**config.mk**
```make
export PLATFORM = sky130hd
export DESIGN_NAME = tetris_top
export DESIGN_NICKNAME = d
export VERILOG_FILES = /design/src/hw/piece_pkg.sv /design/src/hw/board_pkg.sv /design/src/hw/tracker.sv /design/src/hw/board_store.sv /design/src/hw/piece_ctrl.sv /design/src/hw/tetris_top.sv
export VERILOG_INCLUDE_DIRS = /design/src /design/src/hw
export SDC_FILE = /design/constraint.sdc
export NUM_CORES = 2
export LEC_CHECK = 0
export BUFFER_PORTS_ARGS = -buffer_cell sky130_fd_sc_hd__buf_2
export CORE_MARGIN = 2
export CORE_UTILIZATION = 30
export CTS_CLUSTER_SIZE = 40
export DETAILED_ROUTE_END_ITERATION = 12
export HOLD_SLACK_MARGIN = 0.12
export MAX_ROUTING_LAYER = met4
export PLACE_DENSITY = 0.46
export SLEW_MARGIN = 15
export SYNTH_ARGS = -nofsm -noshare
export SYNTH_HDL_FRONTEND = slang
export SYNTH_SLANG_ARGS = --single-unit
export TNS_END_PERCENT = 10
```
**constraint.sdc**
```tcl
create_clock -name clk -period 9.1 [get_ports clk]
set_input_delay 0.91 -clock clk [delete_from_list [all_inputs] [get_ports clk]]
set_output_delay 0.91 -clock clk [all_outputs]
set_load 0.02 [all_outputs]
```
**src/hw/tetris_cfg.svh**
```systemverilog
`ifndef TETRIS_CFG_SVH
`define TETRIS_CFG_SVH

// playing field
`define TETRIS_ROWS      12
`define TETRIS_COLS      10
`define TETRIS_CELL_W    3   // colour bits, 0 is empty

// piece window, anchored at its top-left cell
`define TETRIS_WIN       5
`define TETRIS_SPAWN_ROW 0
`define TETRIS_SPAWN_COL 3
`define TETRIS_POS_W     6   // signed anchor row/col

`endif

```
**src/hw/piece_pkg.sv**
```systemverilog
`include "tetris_cfg.svh"

package piece_pkg;

  typedef enum logic [2:0] {
    A1 = 3'd0,
    A2 = 3'd1,
    B1 = 3'd2,
    B2 = 3'd3,
    C1 = 3'd4   // flat bar only
  } state_t;

  typedef enum logic [2:0] {
    NONE  = 3'd0,
    RIGHT = 3'd1,  // column - 1
    LEFT  = 3'd2,  // column + 1
    ROR   = 3'd3,
    ROL   = 3'd4,
    DOWN  = 3'd5
  } move_t;

  typedef enum logic [1:0] {
    SHAPE_A = 2'd0,
    SHAPE_B = 2'd1,
    SHAPE_C = 2'd2
  } shape_t;

  //////////////////////////////
  // command word, bit 7 set means spawn
  typedef struct packed {
    logic       op;
    move_t      move;
    logic [3:0] rsvd;
  } move_cmd_t;

  typedef struct packed {
    logic                      op;
    shape_t                    shape;
    logic [`TETRIS_CELL_W-1:0] color;
    logic [1:0]                rsvd;
  } spawn_cmd_t;

  typedef union packed {
    move_cmd_t  mv;
    spawn_cmd_t sp;
  } cmd_u;

endpackage

```
**src/hw/board_pkg.sv**
```systemverilog
`include "tetris_cfg.svh"

package board_pkg;

  typedef logic [`TETRIS_CELL_W-1:0] cell_t;

  // window indexed [row][col]
  typedef cell_t [`TETRIS_WIN-1:0][`TETRIS_WIN-1:0] frame_t;

  // one grid row, column 0 in the low bits
  typedef cell_t [`TETRIS_COLS-1:0] row_t;

endpackage

```
**src/hw/tracker.sv**
```systemverilog
`timescale 1ns/1ps
`include "tetris_cfg.svh"

module tracker (
  input  piece_pkg::state_t state_i,
  input  board_pkg::frame_t frame_i,
  input  piece_pkg::move_t  move_i,
  input  board_pkg::cell_t  color_i,
  output board_pkg::frame_t frame_o,
  output logic              complete_o
);

  localparam int WIN = `TETRIS_WIN;

  logic [WIN-1:0][WIN-1:0] need;  // cells to fill, must be empty
  logic [WIN-1:0][WIN-1:0] clr;   // cells the piece leaves
  logic                    legal;
  logic                    free;

  function automatic logic [WIN-1:0][WIN-1:0] pos(input int r, input int c);
    logic [WIN-1:0][WIN-1:0] m;
    m = '0;
    m[r][c] = 1'b1;
    return m;
  endfunction

  //////////////////////////////
  // move table
  always_comb begin
    need  = '0;
    clr   = '0;
    legal = 1'b1;
    case (state_i)
      piece_pkg::A1: begin
        case (move_i)
          piece_pkg::RIGHT: begin
            need = pos(1, 1) | pos(2, 0);
            clr  = pos(1, 3) | pos(2, 2);
          end
          piece_pkg::LEFT: begin
            need = pos(1, 4) | pos(2, 3);
            clr  = pos(1, 2) | pos(2, 1);
          end
          piece_pkg::ROR, piece_pkg::ROL: begin
            need = pos(1, 1) | pos(3, 2);
            clr  = pos(1, 2) | pos(1, 3);
          end
          piece_pkg::DOWN: begin
            need = pos(2, 3) | pos(3, 1) | pos(3, 2);
            clr  = pos(1, 2) | pos(1, 3) | pos(2, 1);
          end
          default: legal = 1'b0;
        endcase
      end
      piece_pkg::A2: begin
        case (move_i)
          piece_pkg::RIGHT: begin
            need = pos(1, 0) | pos(2, 0) | pos(3, 1);
            clr  = pos(1, 1) | pos(2, 2) | pos(3, 2);
          end
          piece_pkg::LEFT: begin
            need = pos(1, 2) | pos(2, 3) | pos(3, 3);
            clr  = pos(1, 1) | pos(2, 1) | pos(3, 2);
          end
          piece_pkg::ROR, piece_pkg::ROL: begin
            need = pos(1, 2) | pos(1, 3);
            clr  = pos(1, 1) | pos(3, 2);
          end
          piece_pkg::DOWN: begin
            need = pos(3, 1) | pos(4, 2);
            clr  = pos(1, 1) | pos(2, 2);
          end
          default: legal = 1'b0;
        endcase
      end
      piece_pkg::B1: begin
        case (move_i)
          piece_pkg::RIGHT: begin
            need = pos(1, 0) | pos(2, 1);
            clr  = pos(1, 2) | pos(2, 3);
          end
          piece_pkg::LEFT: begin
            need = pos(1, 3) | pos(2, 4);
            clr  = pos(1, 1) | pos(2, 2);
          end
          piece_pkg::ROR, piece_pkg::ROL: begin
            need = pos(2, 1) | pos(3, 1);
            clr  = pos(1, 1) | pos(2, 3);
          end
          piece_pkg::DOWN: begin
            need = pos(2, 1) | pos(3, 2) | pos(3, 3);
            clr  = pos(1, 1) | pos(1, 2) | pos(2, 3);
          end
          default: legal = 1'b0;
        endcase
      end
      piece_pkg::B2: begin
        case (move_i)
          piece_pkg::RIGHT: begin
            need = pos(1, 1) | pos(2, 0) | pos(3, 0);
            clr  = pos(1, 2) | pos(2, 2) | pos(3, 1);
          end
          piece_pkg::LEFT: begin
            need = pos(1, 3) | pos(2, 3) | pos(3, 2);
            clr  = pos(1, 2) | pos(2, 1) | pos(3, 1);
          end
          piece_pkg::ROR, piece_pkg::ROL: begin
            need = pos(1, 1) | pos(2, 3);
            clr  = pos(2, 1) | pos(3, 1);
          end
          piece_pkg::DOWN: begin
            need = pos(3, 2) | pos(4, 1);
            clr  = pos(1, 2) | pos(2, 1);
          end
          default: legal = 1'b0;
        endcase
      end
      piece_pkg::C1: begin
        case (move_i)
          piece_pkg::RIGHT: begin
            need = pos(1, 0);
            clr  = pos(1, 4);
          end
          // window fetched one column further along for this one
          piece_pkg::LEFT: begin
            need = pos(1, 4);
            clr  = pos(1, 0);
          end
          piece_pkg::DOWN: begin
            need = pos(2, 1) | pos(2, 2) | pos(2, 3) | pos(2, 4);
            clr  = pos(1, 1) | pos(1, 2) | pos(1, 3) | pos(1, 4);
          end
          default: legal = 1'b0;  // no upright bar
        endcase
      end
      default: legal = 1'b0;
    endcase
  end

  always_comb begin
    free = 1'b1;
    for (int r = 0; r < WIN; r++) begin
      for (int c = 0; c < WIN; c++) begin
        if (need[r][c] && frame_i[r][c] != '0) free = 1'b0;
      end
    end
  end

  assign complete_o = legal && free;

  always_comb begin
    frame_o = frame_i;
    if (complete_o) begin
      for (int r = 0; r < WIN; r++) begin
        for (int c = 0; c < WIN; c++) begin
          if (clr[r][c]) frame_o[r][c] = '0;
          if (need[r][c]) frame_o[r][c] = color_i;
        end
      end
    end
  end

endmodule

```
**src/hw/board_store.sv**
```systemverilog
`timescale 1ns/1ps
`include "tetris_cfg.svh"

module board_store (
  input  logic                                  clk,
  input  logic                                  rst_n_i,
  input  logic signed [`TETRIS_POS_W-1:0]       win_row_i,
  input  logic signed [`TETRIS_POS_W-1:0]       win_col_i,
  output board_pkg::frame_t                     frame_o,
  input  logic                                  wr_en_i,
  input  board_pkg::frame_t                     frame_i,
  input  logic [$clog2(`TETRIS_ROWS)-1:0]       rd_row_i,
  output board_pkg::row_t                       rd_data_o
);

  localparam int ROWS = `TETRIS_ROWS;
  localparam int COLS = `TETRIS_COLS;
  localparam int WIN  = `TETRIS_WIN;
  localparam int RAW  = $clog2(ROWS);
  localparam int CAW  = $clog2(COLS);

  board_pkg::row_t grid_q [ROWS];

  logic [WIN-1:0] row_ok;
  logic [WIN-1:0] col_ok;
  logic [RAW-1:0] row_idx [WIN];
  logic [CAW-1:0] col_idx [WIN];

  //////////////////////////////
  // window to grid mapping
  for (genvar i = 0; i < WIN; i++) begin : g_pos
    int r_abs;
    int c_abs;
    assign r_abs      = int'(win_row_i) + i;
    assign c_abs      = int'(win_col_i) + i;
    assign row_ok[i]  = (r_abs >= 0) && (r_abs < ROWS);
    assign col_ok[i]  = (c_abs >= 0) && (c_abs < COLS);
    assign row_idx[i] = r_abs[RAW-1:0];
    assign col_idx[i] = c_abs[CAW-1:0];
  end

  always_comb begin
    for (int r = 0; r < WIN; r++) begin
      for (int c = 0; c < WIN; c++) begin
        if (row_ok[r] && col_ok[c]) begin
          frame_o[r][c] = grid_q[row_idx[r]][col_idx[c]];
        end else begin
          frame_o[r][c] = '1;  // wall
        end
      end
    end
  end

  always_ff @(posedge clk) begin
    if (!rst_n_i) begin
      for (int r = 0; r < ROWS; r++) grid_q[r] <= '0;
    end else if (wr_en_i) begin
      for (int r = 0; r < WIN; r++) begin
        for (int c = 0; c < WIN; c++) begin
          if (row_ok[r] && col_ok[c]) grid_q[row_idx[r]][col_idx[c]] <= frame_i[r][c];
        end
      end
    end
  end

  // observation port
  assign rd_data_o = (int'(rd_row_i) < ROWS) ? grid_q[rd_row_i] : '0;

endmodule

```
**src/hw/piece_ctrl.sv**
```systemverilog
`timescale 1ns/1ps
`include "tetris_cfg.svh"

module piece_ctrl (
  input  logic                            clk,
  input  logic                            rst_n_i,
  input  logic                            cmd_valid_i,
  output logic                            cmd_ready_o,
  input  piece_pkg::cmd_u                 cmd_i,
  output logic                            res_valid_o,
  input  logic                            res_ready_i,
  output logic                            res_ok_o,
  output logic signed [`TETRIS_POS_W-1:0] win_row_o,
  output logic signed [`TETRIS_POS_W-1:0] win_col_o,
  input  board_pkg::frame_t               frame_i,
  output board_pkg::frame_t               frame_o,
  output logic                            wr_en_o,
  output piece_pkg::state_t               trk_state_o,
  output piece_pkg::move_t                trk_move_o,
  output board_pkg::cell_t                trk_color_o,
  output board_pkg::frame_t               trk_frame_o,
  input  board_pkg::frame_t               trk_frame_i,
  input  logic                            trk_complete_i
);

  localparam int WIN   = `TETRIS_WIN;
  localparam int POS_W = `TETRIS_POS_W;

  typedef enum logic [1:0] {IDLE, FETCH, APPLY, RESP} fsm_t;

  fsm_t              fsm_q;
  piece_pkg::cmd_u   cmd_q;
  board_pkg::frame_t frame_q;
  logic              res_ok_q;

  // active piece
  logic                    present_q;
  piece_pkg::state_t       state_q;
  logic signed [POS_W-1:0] row_q;
  logic signed [POS_W-1:0] col_q;
  board_pkg::cell_t        color_q;

  logic                    is_spawn;
  logic [WIN-1:0][WIN-1:0] sp_mask;
  logic                    sp_valid;
  logic                    sp_free;
  piece_pkg::state_t       sp_state;
  board_pkg::frame_t       sp_frame;
  logic                    apply_ok;

  assign is_spawn = cmd_q.sp.op;

  //////////////////////////////
  // spawn layouts at the spawn anchor
  always_comb begin
    sp_mask  = '0;
    sp_valid = 1'b1;
    sp_state = piece_pkg::A1;
    case (cmd_q.sp.shape)
      piece_pkg::SHAPE_A: begin
        sp_mask[1][3:2] = 2'b11;
        sp_mask[2][2:1] = 2'b11;
      end
      piece_pkg::SHAPE_B: begin
        sp_state        = piece_pkg::B1;
        sp_mask[1][2:1] = 2'b11;
        sp_mask[2][3:2] = 2'b11;
      end
      piece_pkg::SHAPE_C: begin
        sp_state        = piece_pkg::C1;
        sp_mask[1][4:1] = 4'b1111;
      end
      default: sp_valid = 1'b0;
    endcase
  end

  always_comb begin
    sp_free  = 1'b1;
    sp_frame = frame_q;
    for (int r = 0; r < WIN; r++) begin
      for (int c = 0; c < WIN; c++) begin
        if (sp_mask[r][c]) begin
          if (frame_q[r][c] != '0) sp_free = 1'b0;
          sp_frame[r][c] = cmd_q.sp.color;
        end
      end
    end
  end

  always_comb begin
    win_row_o = row_q;
    win_col_o = col_q;
    if (is_spawn) begin
      win_row_o = POS_W'(`TETRIS_SPAWN_ROW);
      win_col_o = POS_W'(`TETRIS_SPAWN_COL);
    end else if (state_q == piece_pkg::C1 && cmd_q.mv.move == piece_pkg::LEFT) begin
      win_col_o = col_q + POS_W'(1);  // bar fills the window width
    end
  end

  assign apply_ok    = is_spawn ? (sp_valid && sp_free) : (present_q && trk_complete_i);
  assign wr_en_o     = (fsm_q == APPLY) && apply_ok;
  assign frame_o     = is_spawn ? sp_frame : trk_frame_i;
  assign trk_state_o = state_q;
  assign trk_move_o  = is_spawn ? piece_pkg::NONE : cmd_q.mv.move;
  assign trk_color_o = color_q;
  assign trk_frame_o = frame_q;

  assign cmd_ready_o = (fsm_q == IDLE);
  assign res_valid_o = (fsm_q == RESP);
  assign res_ok_o    = res_ok_q;

  //////////////////////////////
  always_ff @(posedge clk) begin
    if (!rst_n_i) begin
      fsm_q     <= IDLE;
      present_q <= 1'b0;
    end else begin
      case (fsm_q)
        IDLE:  if (cmd_valid_i) fsm_q <= FETCH;
        FETCH: fsm_q <= APPLY;
        APPLY: begin
          fsm_q <= RESP;
          if (is_spawn && apply_ok) present_q <= 1'b1;
        end
        RESP:  if (res_ready_i) fsm_q <= IDLE;
        default: fsm_q <= IDLE;
      endcase
    end
  end

  always_ff @(posedge clk) begin
    if (cmd_valid_i && cmd_ready_o) cmd_q <= cmd_i;
    if (fsm_q == FETCH) frame_q <= frame_i;
    if (fsm_q == APPLY) begin
      res_ok_q <= apply_ok;
      if (apply_ok && is_spawn) begin
        state_q <= sp_state;
        row_q   <= POS_W'(`TETRIS_SPAWN_ROW);
        col_q   <= POS_W'(`TETRIS_SPAWN_COL);
        color_q <= cmd_q.sp.color;
      end else if (apply_ok) begin
        case (cmd_q.mv.move)
          piece_pkg::RIGHT: col_q <= col_q - POS_W'(1);
          piece_pkg::LEFT:  col_q <= col_q + POS_W'(1);
          piece_pkg::DOWN:  row_q <= row_q + POS_W'(1);
          piece_pkg::ROR, piece_pkg::ROL: begin
            case (state_q)
              piece_pkg::A1: state_q <= piece_pkg::A2;
              piece_pkg::A2: state_q <= piece_pkg::A1;
              piece_pkg::B1: state_q <= piece_pkg::B2;
              piece_pkg::B2: state_q <= piece_pkg::B1;
              default:       state_q <= state_q;
            endcase
          end
          default: ;
        endcase
      end
    end
  end

endmodule

```
**src/hw/tetris_top.sv**
```systemverilog
`timescale 1ns/1ps
`include "tetris_cfg.svh"

module tetris_top (
  input  logic                            clk,
  input  logic                            rst_n_i,
  input  logic                            cmd_valid_i,
  output logic                            cmd_ready_o,
  input  piece_pkg::cmd_u                 cmd_i,
  output logic                            res_valid_o,
  input  logic                            res_ready_i,
  output logic                            res_ok_o,
  input  logic [$clog2(`TETRIS_ROWS)-1:0] rd_row_i,
  output board_pkg::row_t                 rd_data_o
);

  logic signed [`TETRIS_POS_W-1:0] win_row;
  logic signed [`TETRIS_POS_W-1:0] win_col;
  board_pkg::frame_t               frame;     // store to ctrl
  board_pkg::frame_t               wr_frame;  // ctrl to store
  logic                            wr_en;

  // tracker side
  piece_pkg::state_t trk_state;
  piece_pkg::move_t  trk_move;
  board_pkg::cell_t  trk_color;
  board_pkg::frame_t trk_frame_in;
  board_pkg::frame_t trk_frame_out;
  logic              complete;

  piece_ctrl u_ctrl (
    .clk            (clk),
    .rst_n_i        (rst_n_i),
    .cmd_valid_i    (cmd_valid_i),
    .cmd_ready_o    (cmd_ready_o),
    .cmd_i          (cmd_i),
    .res_valid_o    (res_valid_o),
    .res_ready_i    (res_ready_i),
    .res_ok_o       (res_ok_o),
    .win_row_o      (win_row),
    .win_col_o      (win_col),
    .frame_i        (frame),
    .frame_o        (wr_frame),
    .wr_en_o        (wr_en),
    .trk_state_o    (trk_state),
    .trk_move_o     (trk_move),
    .trk_color_o    (trk_color),
    .trk_frame_o    (trk_frame_in),
    .trk_frame_i    (trk_frame_out),
    .trk_complete_i (complete)
  );

  board_store u_store (
    .clk       (clk),
    .rst_n_i   (rst_n_i),
    .win_row_i (win_row),
    .win_col_i (win_col),
    .frame_o   (frame),
    .wr_en_i   (wr_en),
    .frame_i   (wr_frame),
    .rd_row_i  (rd_row_i),
    .rd_data_o (rd_data_o)
  );

  tracker u_tracker (
    .state_i    (trk_state),
    .frame_i    (trk_frame_in),
    .move_i     (trk_move),
    .color_i    (trk_color),
    .frame_o    (trk_frame_out),
    .complete_o (complete)
  );

endmodule

```
* Word-level counts from Yosys, hierarchy flattened *
Memories as Yosys holds them, arrays and structs flattened.
Index checks and enable logic that the tools add are counted.

word-level totals
  input bits = 16
  output and inout bits = 33
  memories = 1
  bits in writable memories = 360
  register bits = 105
  bits in latches = 0
  ROM bits = 0

memory list
  name            words  bits a word  rd ports  clocked after memory_dff  wr ports  line               text
  u_store.grid_q  12     30           6         0                         12        board_store.sv:22  board_pkg::row_t grid_q [ROWS];

operators by class
  equality and inequality tests = 21
  order comparisons = 31
  divide/modulo/power cells = 0
  bitwise operators = 600
  multiply operators = 0
  shift-type cells = 0
  reduce and logical (&&, ||, !) cells = 124
  $add $sub $neg = 11
  multiplexer cells = 914

operators with widths
  cell                 number
  $mux 30              36
  $mux 1               725
  $or 1x1->1           600
  $bmux 3 s4           25
  $mux 3               91
  $ge 32x1->1 const B  8
  $lt 32x5->1 const B  8
  $pmux 25 s5          2
  $mux 75              2
  $reduce_or 30->1     5
  $pmux 18 s4          2
  $pmux 23 s4          1
  $pmux 22 s4          1
  $reduce_bool 3->1    26
  $pmux 19 s4          1
  $logic_and 1x1->1    72
  $pmux 17 s4          1
  $demux 3 s4          5
  $pmux 14 s4          1
  $pmux 13 s4          1
  $pmux 15 s3          1
  $mux 6               6
  $pmux 10 s3          1
  $add 6x3->7 const B  4
  34 further kinds     76

* Depth between registers and ports, before layout *
  word-level depth = 44
  depth in mapped cells = 31
  depth with buffers taken out = 20

* Modules after synthesis *
Synthesis repeated with hierarchy kept, for this count alone.

unflattened totals
  cells, all modules = 8314
  area, all modules = 74896.8 sq um

by module, submodules not included
  module       cells each  instances  area an instance (sq um)
  board_store  7672        1          67945.2
  piece_ctrl   368         1          5162.5
  tracker      274         1          1789.2

* Least setup slack after synthesis *
No wires, ideal clock.

  path type = reg-to-reg
  from = register u_ctrl.cmd_q[4] in the netlist's numbering
  to = memory u_store.grid_q[6][26] in the netlist's numbering, data pin
  cell stages (with the launch flop) = 28
  setup time = 0.265 ns
  slack = 2.339 ns
  arrival time = 6.496 ns
  clock period less this slack = 6.761 ns
  path buffers = 10
  cells stage by stage = edfxtp_1 buf_2 nor3b_1 buf_2 nand4_1 and2_1 clkbuf_1 clkinv_1 clkbuf_1 buf_1 buf_1 ha_1 clkbuf_1 nand2b_1 a22oi_1 nand3_1 a21oi_1 or4_1 clkbuf_1 or2_1 buf_2 buf_6 nor3_2 mux2_2 mux2i_1 inv_2 a221oi_1 o32ai_1

RTL lines
  item                    line               text
  start, declared         piece_ctrl.sv:32   piece_pkg::cmd_u cmd_q;
  start signal, assigned  piece_ctrl.sv:133  if (cmd_valid_i && cmd_ready_o) cmd_q <= cmd_i;
  end, declared           board_store.sv:22

==> impl_metrics.py <==
metrics = {
    "critical_path": {
        "r2r-start": "u_ctrl.trk_state_o[0]",
        "path_class": "reg2reg",
        "crit_top_cell": "o21ai_1",
        "r2r_end": "u_store.grid_q[7][0]",
        "cpMaxStageDelayCell": "or4_1",
        "required_ps": 9600,
        "cp-start-kind": "flop",
        "reg2reg_depth": 18,
        "critPathMaxStageDelay_ps": 830,
        "arrival_ps": 8740,
        "endpoint_kind": "flop",
        "worstSetupEndpoint": "u_store.grid_q[7][0]",
        "worstPathMaxFanout": 19,
        "startpoint": "u_ctrl.trk_state_o[0]",
        "crit_path_cell_trace": "or3b_1, o21ai_1, nand2_2, inv_2, ha_1, nand2b_1, a22oi_1, nand3_1, a21oi_1, or4_1, or2_2, buf_4, o21ai_1, nor4_1, a222oi_1, nand2_1, a221oi_1, o41ai_1",
        "r2r_slack_ps": 860,
    },
    "placement": {
        "dp_worst_setup_slack_ps": 1228,
        "dp_hpwl_mm": 471.7,
        "dpl-instance-area_sq_um": 79900,
        "place.gp.congestion": 1.110,
        "numPortBuffers": 46,
    },
    "global_routing": {
        "grt_pass1_vias": 79040,
        "grt_antenna_before_repair": 109,
        "grt_max_degree": 124,
        "grt-ovfl-total": 0,
        "track_usage_pct": 49.47,
        "grt_first_pass_wirelength_mm": 794.8,
    },
    "drt": {
        "m1WireLength_mm": 235.5,
        "viasPerCell": 7.405,
        "dr.pass1.iters": 9,
        "wl_met3_mm": 82.15,
        "wl_met2_mm": 245.3,
        "wirelength_mm": 619.2,
        "routedWlPerCell_microns": 52.14,
        "top_layer_used": "met4",
        "drtAntennaViolNets": 0,
        "num_vias": 87950,
        "drt_iter0_drc": 16460,
        "drcViolationCount": 0,
    },
    "yosys": {
        "synth_mux_area_share_pct": 26.01,
        "avgSynthCellArea_sq_um": 8.583,
        "synth_fa_ha_area_share_pct": 0.6650,
        "synth-simple-area-share_pct": 20.70,
        "synthArstFlopShare_pct": 0,
        "synth-edff-count": 580,
        "synth_ff_type": "edfxtp_1",
        "synth_xor_area_share_pct": 0.3360,
        "synth-compound-area-share_pct": 23.03,
        "syn_area_sq_um": 73000,
        "syn_nets": 8559,
        "synthesis.instances": 8505,
        "ys_seq_elements": 583,
        "synth_top_family_by_area": "multiplexers",
        "seq_area_frac_synth_pct": 23.94,
        "yosysWarnings": 0,
        "ys_types": 124,
    },
    "final_layout": {
        "mostFrequentLayoutCells": "nand2_1 (930), nor2_1 (876), mux2i_1 (734)",
        "final_common_cell": "nand2_1",
        "design_area_sq_um": 83030,
        "drive_above_1_share_pct": 19.05,
        "area_growth_pct": 13.74,
        "fin_nets": 8543,
    },
    "run_status": {
        "status": "complete, but fails checks",
        "violations": "capacitance limit, slew limit",
    },
    "power_and_ir_drop": {
        "internal_power_mw": 7.511,
        "clock_power_share_pct": 21.6,
        "comb_power_share_pct": 57.6,
        "p_sw_share_pct": 54.86,
        "seqPwrFrac_pct": 20.8,
        "powerDensity_nw_per_um2": 200.4,
        "ir_drop_v": 0.0001533,
        "leakage_nw": 27.79,
        "p_sw_mw": 9.127,
    },
    "clocking": {
        "cts_hold_buf": 0,
        "numCtsBuffers": 84,
        "htreeDepth": 3,
        "cts_setup_buffers": 0,
        "cts_num_sinks": 583,
        "cts_tree": "yes",
        "clock-root-buffer": "clkbuf_16",
        "insertion_delay_ps": 800,
        "clock_path_buffers": 3,
        "cts_resized": 0,
        "clk_pin_slew_ps": 60,
    },
    "floorplan": {
        "die_area_sq_um": 247300,
        "rows": 181,
        "io-pin-count": 49,
        "start_util_pct": 30.10,
        "die_h_microns": 497.3,
        "fp.dieW_microns": 497.3,
        "core-area_sq_um": 242500,
    },
    "sta": {
        "maxSlewViolCount": 3,
        "finalHoldViolCount": 0,
        "finalSetupTns_ps": 0,
        "slew_headroom_pct": -4.725,
        "grt_setup_unrepaired": "no",
        "worst_pin_slew_ps": 1564,
        "fin_skew_ps": 90.94,
        "period_minus_slack_ps": 8240,
        "fin_ws_ps": 859.8,
        "setup-violations-final": 0,
        "finalCritPeriodShare_pct": 90.55,
        "fmax_ghz": 0.1214,
    },
    "hold_path": {
        "hp-class": "in2reg",
    },
    "run": {
        "drv_cap": 1,
    },
}
[critical path, delay by kind of cell, from the launching register on]
kind,cells,cell delay (ps)
DFF,1,690
and+or+nand+nor,8,3640
adders and majority gates,1,460
AOI/OAI and AO/OA,7,2450
buffers and inverters,2,660
[kinds of logic after synthesis]
kind of cell	count (synthesis)
XOR/XNOR	28
AND/OR/NAND/NOR	3235
flip-flops	583
multiplexers	1280
buffers and inverters	959
AO/OA/AOI/OAI	2381
adder cells (fa/ha/maj)	39
[per-stage QoR]
stage	hold slack, ps	power (mW)	util (%)	instances
after global routing	313.1	16.42	34.20	11850
after detailed placement	452.1	12.44	32.94	11610
after floorplan	420.6	7.232	-	8505
after CTS	269.8	15.99	34.11	11760
final	302.0	16.64	34.23	11880
after global placement	444.3	12.45	32.94	11600
[sequential cells by signal (all words and copies together), names as in the netlist]
signal / flops
u_store.grid_q: 480
u_ctrl.trk_frame_o: 75
u_ctrl.cmd_q: 6
u_ctrl.col_q: 6
u_ctrl.row_q: 6
u_ctrl.trk_color_o: 3
u_ctrl.trk_state_o: 3
u_ctrl.fsm_q: 2
u_ctrl.present_q: 1
u_ctrl.res_ok_o: 1
[cells in the mapped netlist, types with 30 or more instances]
master	n	area, sq um
nor2_1	881	3307
o21ai_0	421	2107
buf_1	124	465.5
or3_1	50	312.8
a211oi_1	114	855.8
a22o_1	34	297.8
o32ai_1	35	306.5
o31ai_1	33	247.7
mux4_2	488	10990
inv_1	153	574.3
mux2i_1	738	7387
and3_1	75	469.2
a31oi_1	122	763.2
a22oi_1	101	758.2
o2111ai_1	73	639.4
nor3_1	314	1572
nor4_1	73	456.7
buf_2	129	645.6
nand3_1	413	2067
ha_1	38	475.5
o311ai_0	31	271.5
a221oi_1	124	1086
a32oi_1	50	437.9
a21o_1	54	405.4
edfxtp_1	580	17420
a21oi_1	398	1992
mux2_2	53	596.8
nand4_1	149	932.1
clkbuf_1	521	1956
nor2b_1	56	350.3
and2_1	79	494.2
o221ai_1	120	1051
o211ai_1	66	495.5
o22ai_1	170	1064
o2bb2ai_1	30	262.8
nand2_1	942	3536
nand2b_1	32	200.2
[power by group through the flow]
| stage | combinational (mW) | clock, mW | sequential [mW] |
|---|---|---|---|
| final | 9.58 | 3.59 | 3.46 |
| after global routing | 9.29 | 3.67 | 3.45 |
| after CTS | 8.98 | 3.58 | 3.44 |
| after detailed placement | 8.96 | 0 | 3.48 |
| after global placement | 8.96 | 0 | 3.49 |
| after floorplan | 3.90 | 0 | 3.33 |
[worst min path at each step]
stage	from	endpoint	slack, ps	cells after the start
2_1_floorplan	u_ctrl.cmd_q[4]	u_ctrl.trk_color_o[2]	420	0
3_3_place_gp	u_ctrl.present_q	u_ctrl.present_q	440	1
3_5_place_dp	u_ctrl.present_q	u_ctrl.present_q	450	1
4_1_cts	cmd_i[6]	u_ctrl.cmd_q[6]	270	1
5_1_grt	cmd_i[6]	u_ctrl.cmd_q[6]	310	1
6_report	cmd_i[6]	u_ctrl.cmd_q[6]	300	1
[per-layer routing]
layer | GRT usage (%) | vias up
met3 | 17.49 | 1866
met1 | 60.50 | 44590
met2 | 66.08 | 7631
li1 | - | 33860
met5 | - | -
met4 | 37.25 | 0
[layout make-up]
type / count / area [sq um]
inverter: 161 / 623.1
tap: 3202 / 4006
fill: 25100 / 159500
timing repair buffer: 696 / 5399
multi-input combinational: 6963 / 52400
sequential: 583 / 17480
antenna: 119 / 297.8
clock buffer: 101 / 2166
clock inverter: 52 / 658.1
No activity file was read; power rests on OpenSTA's default activity.
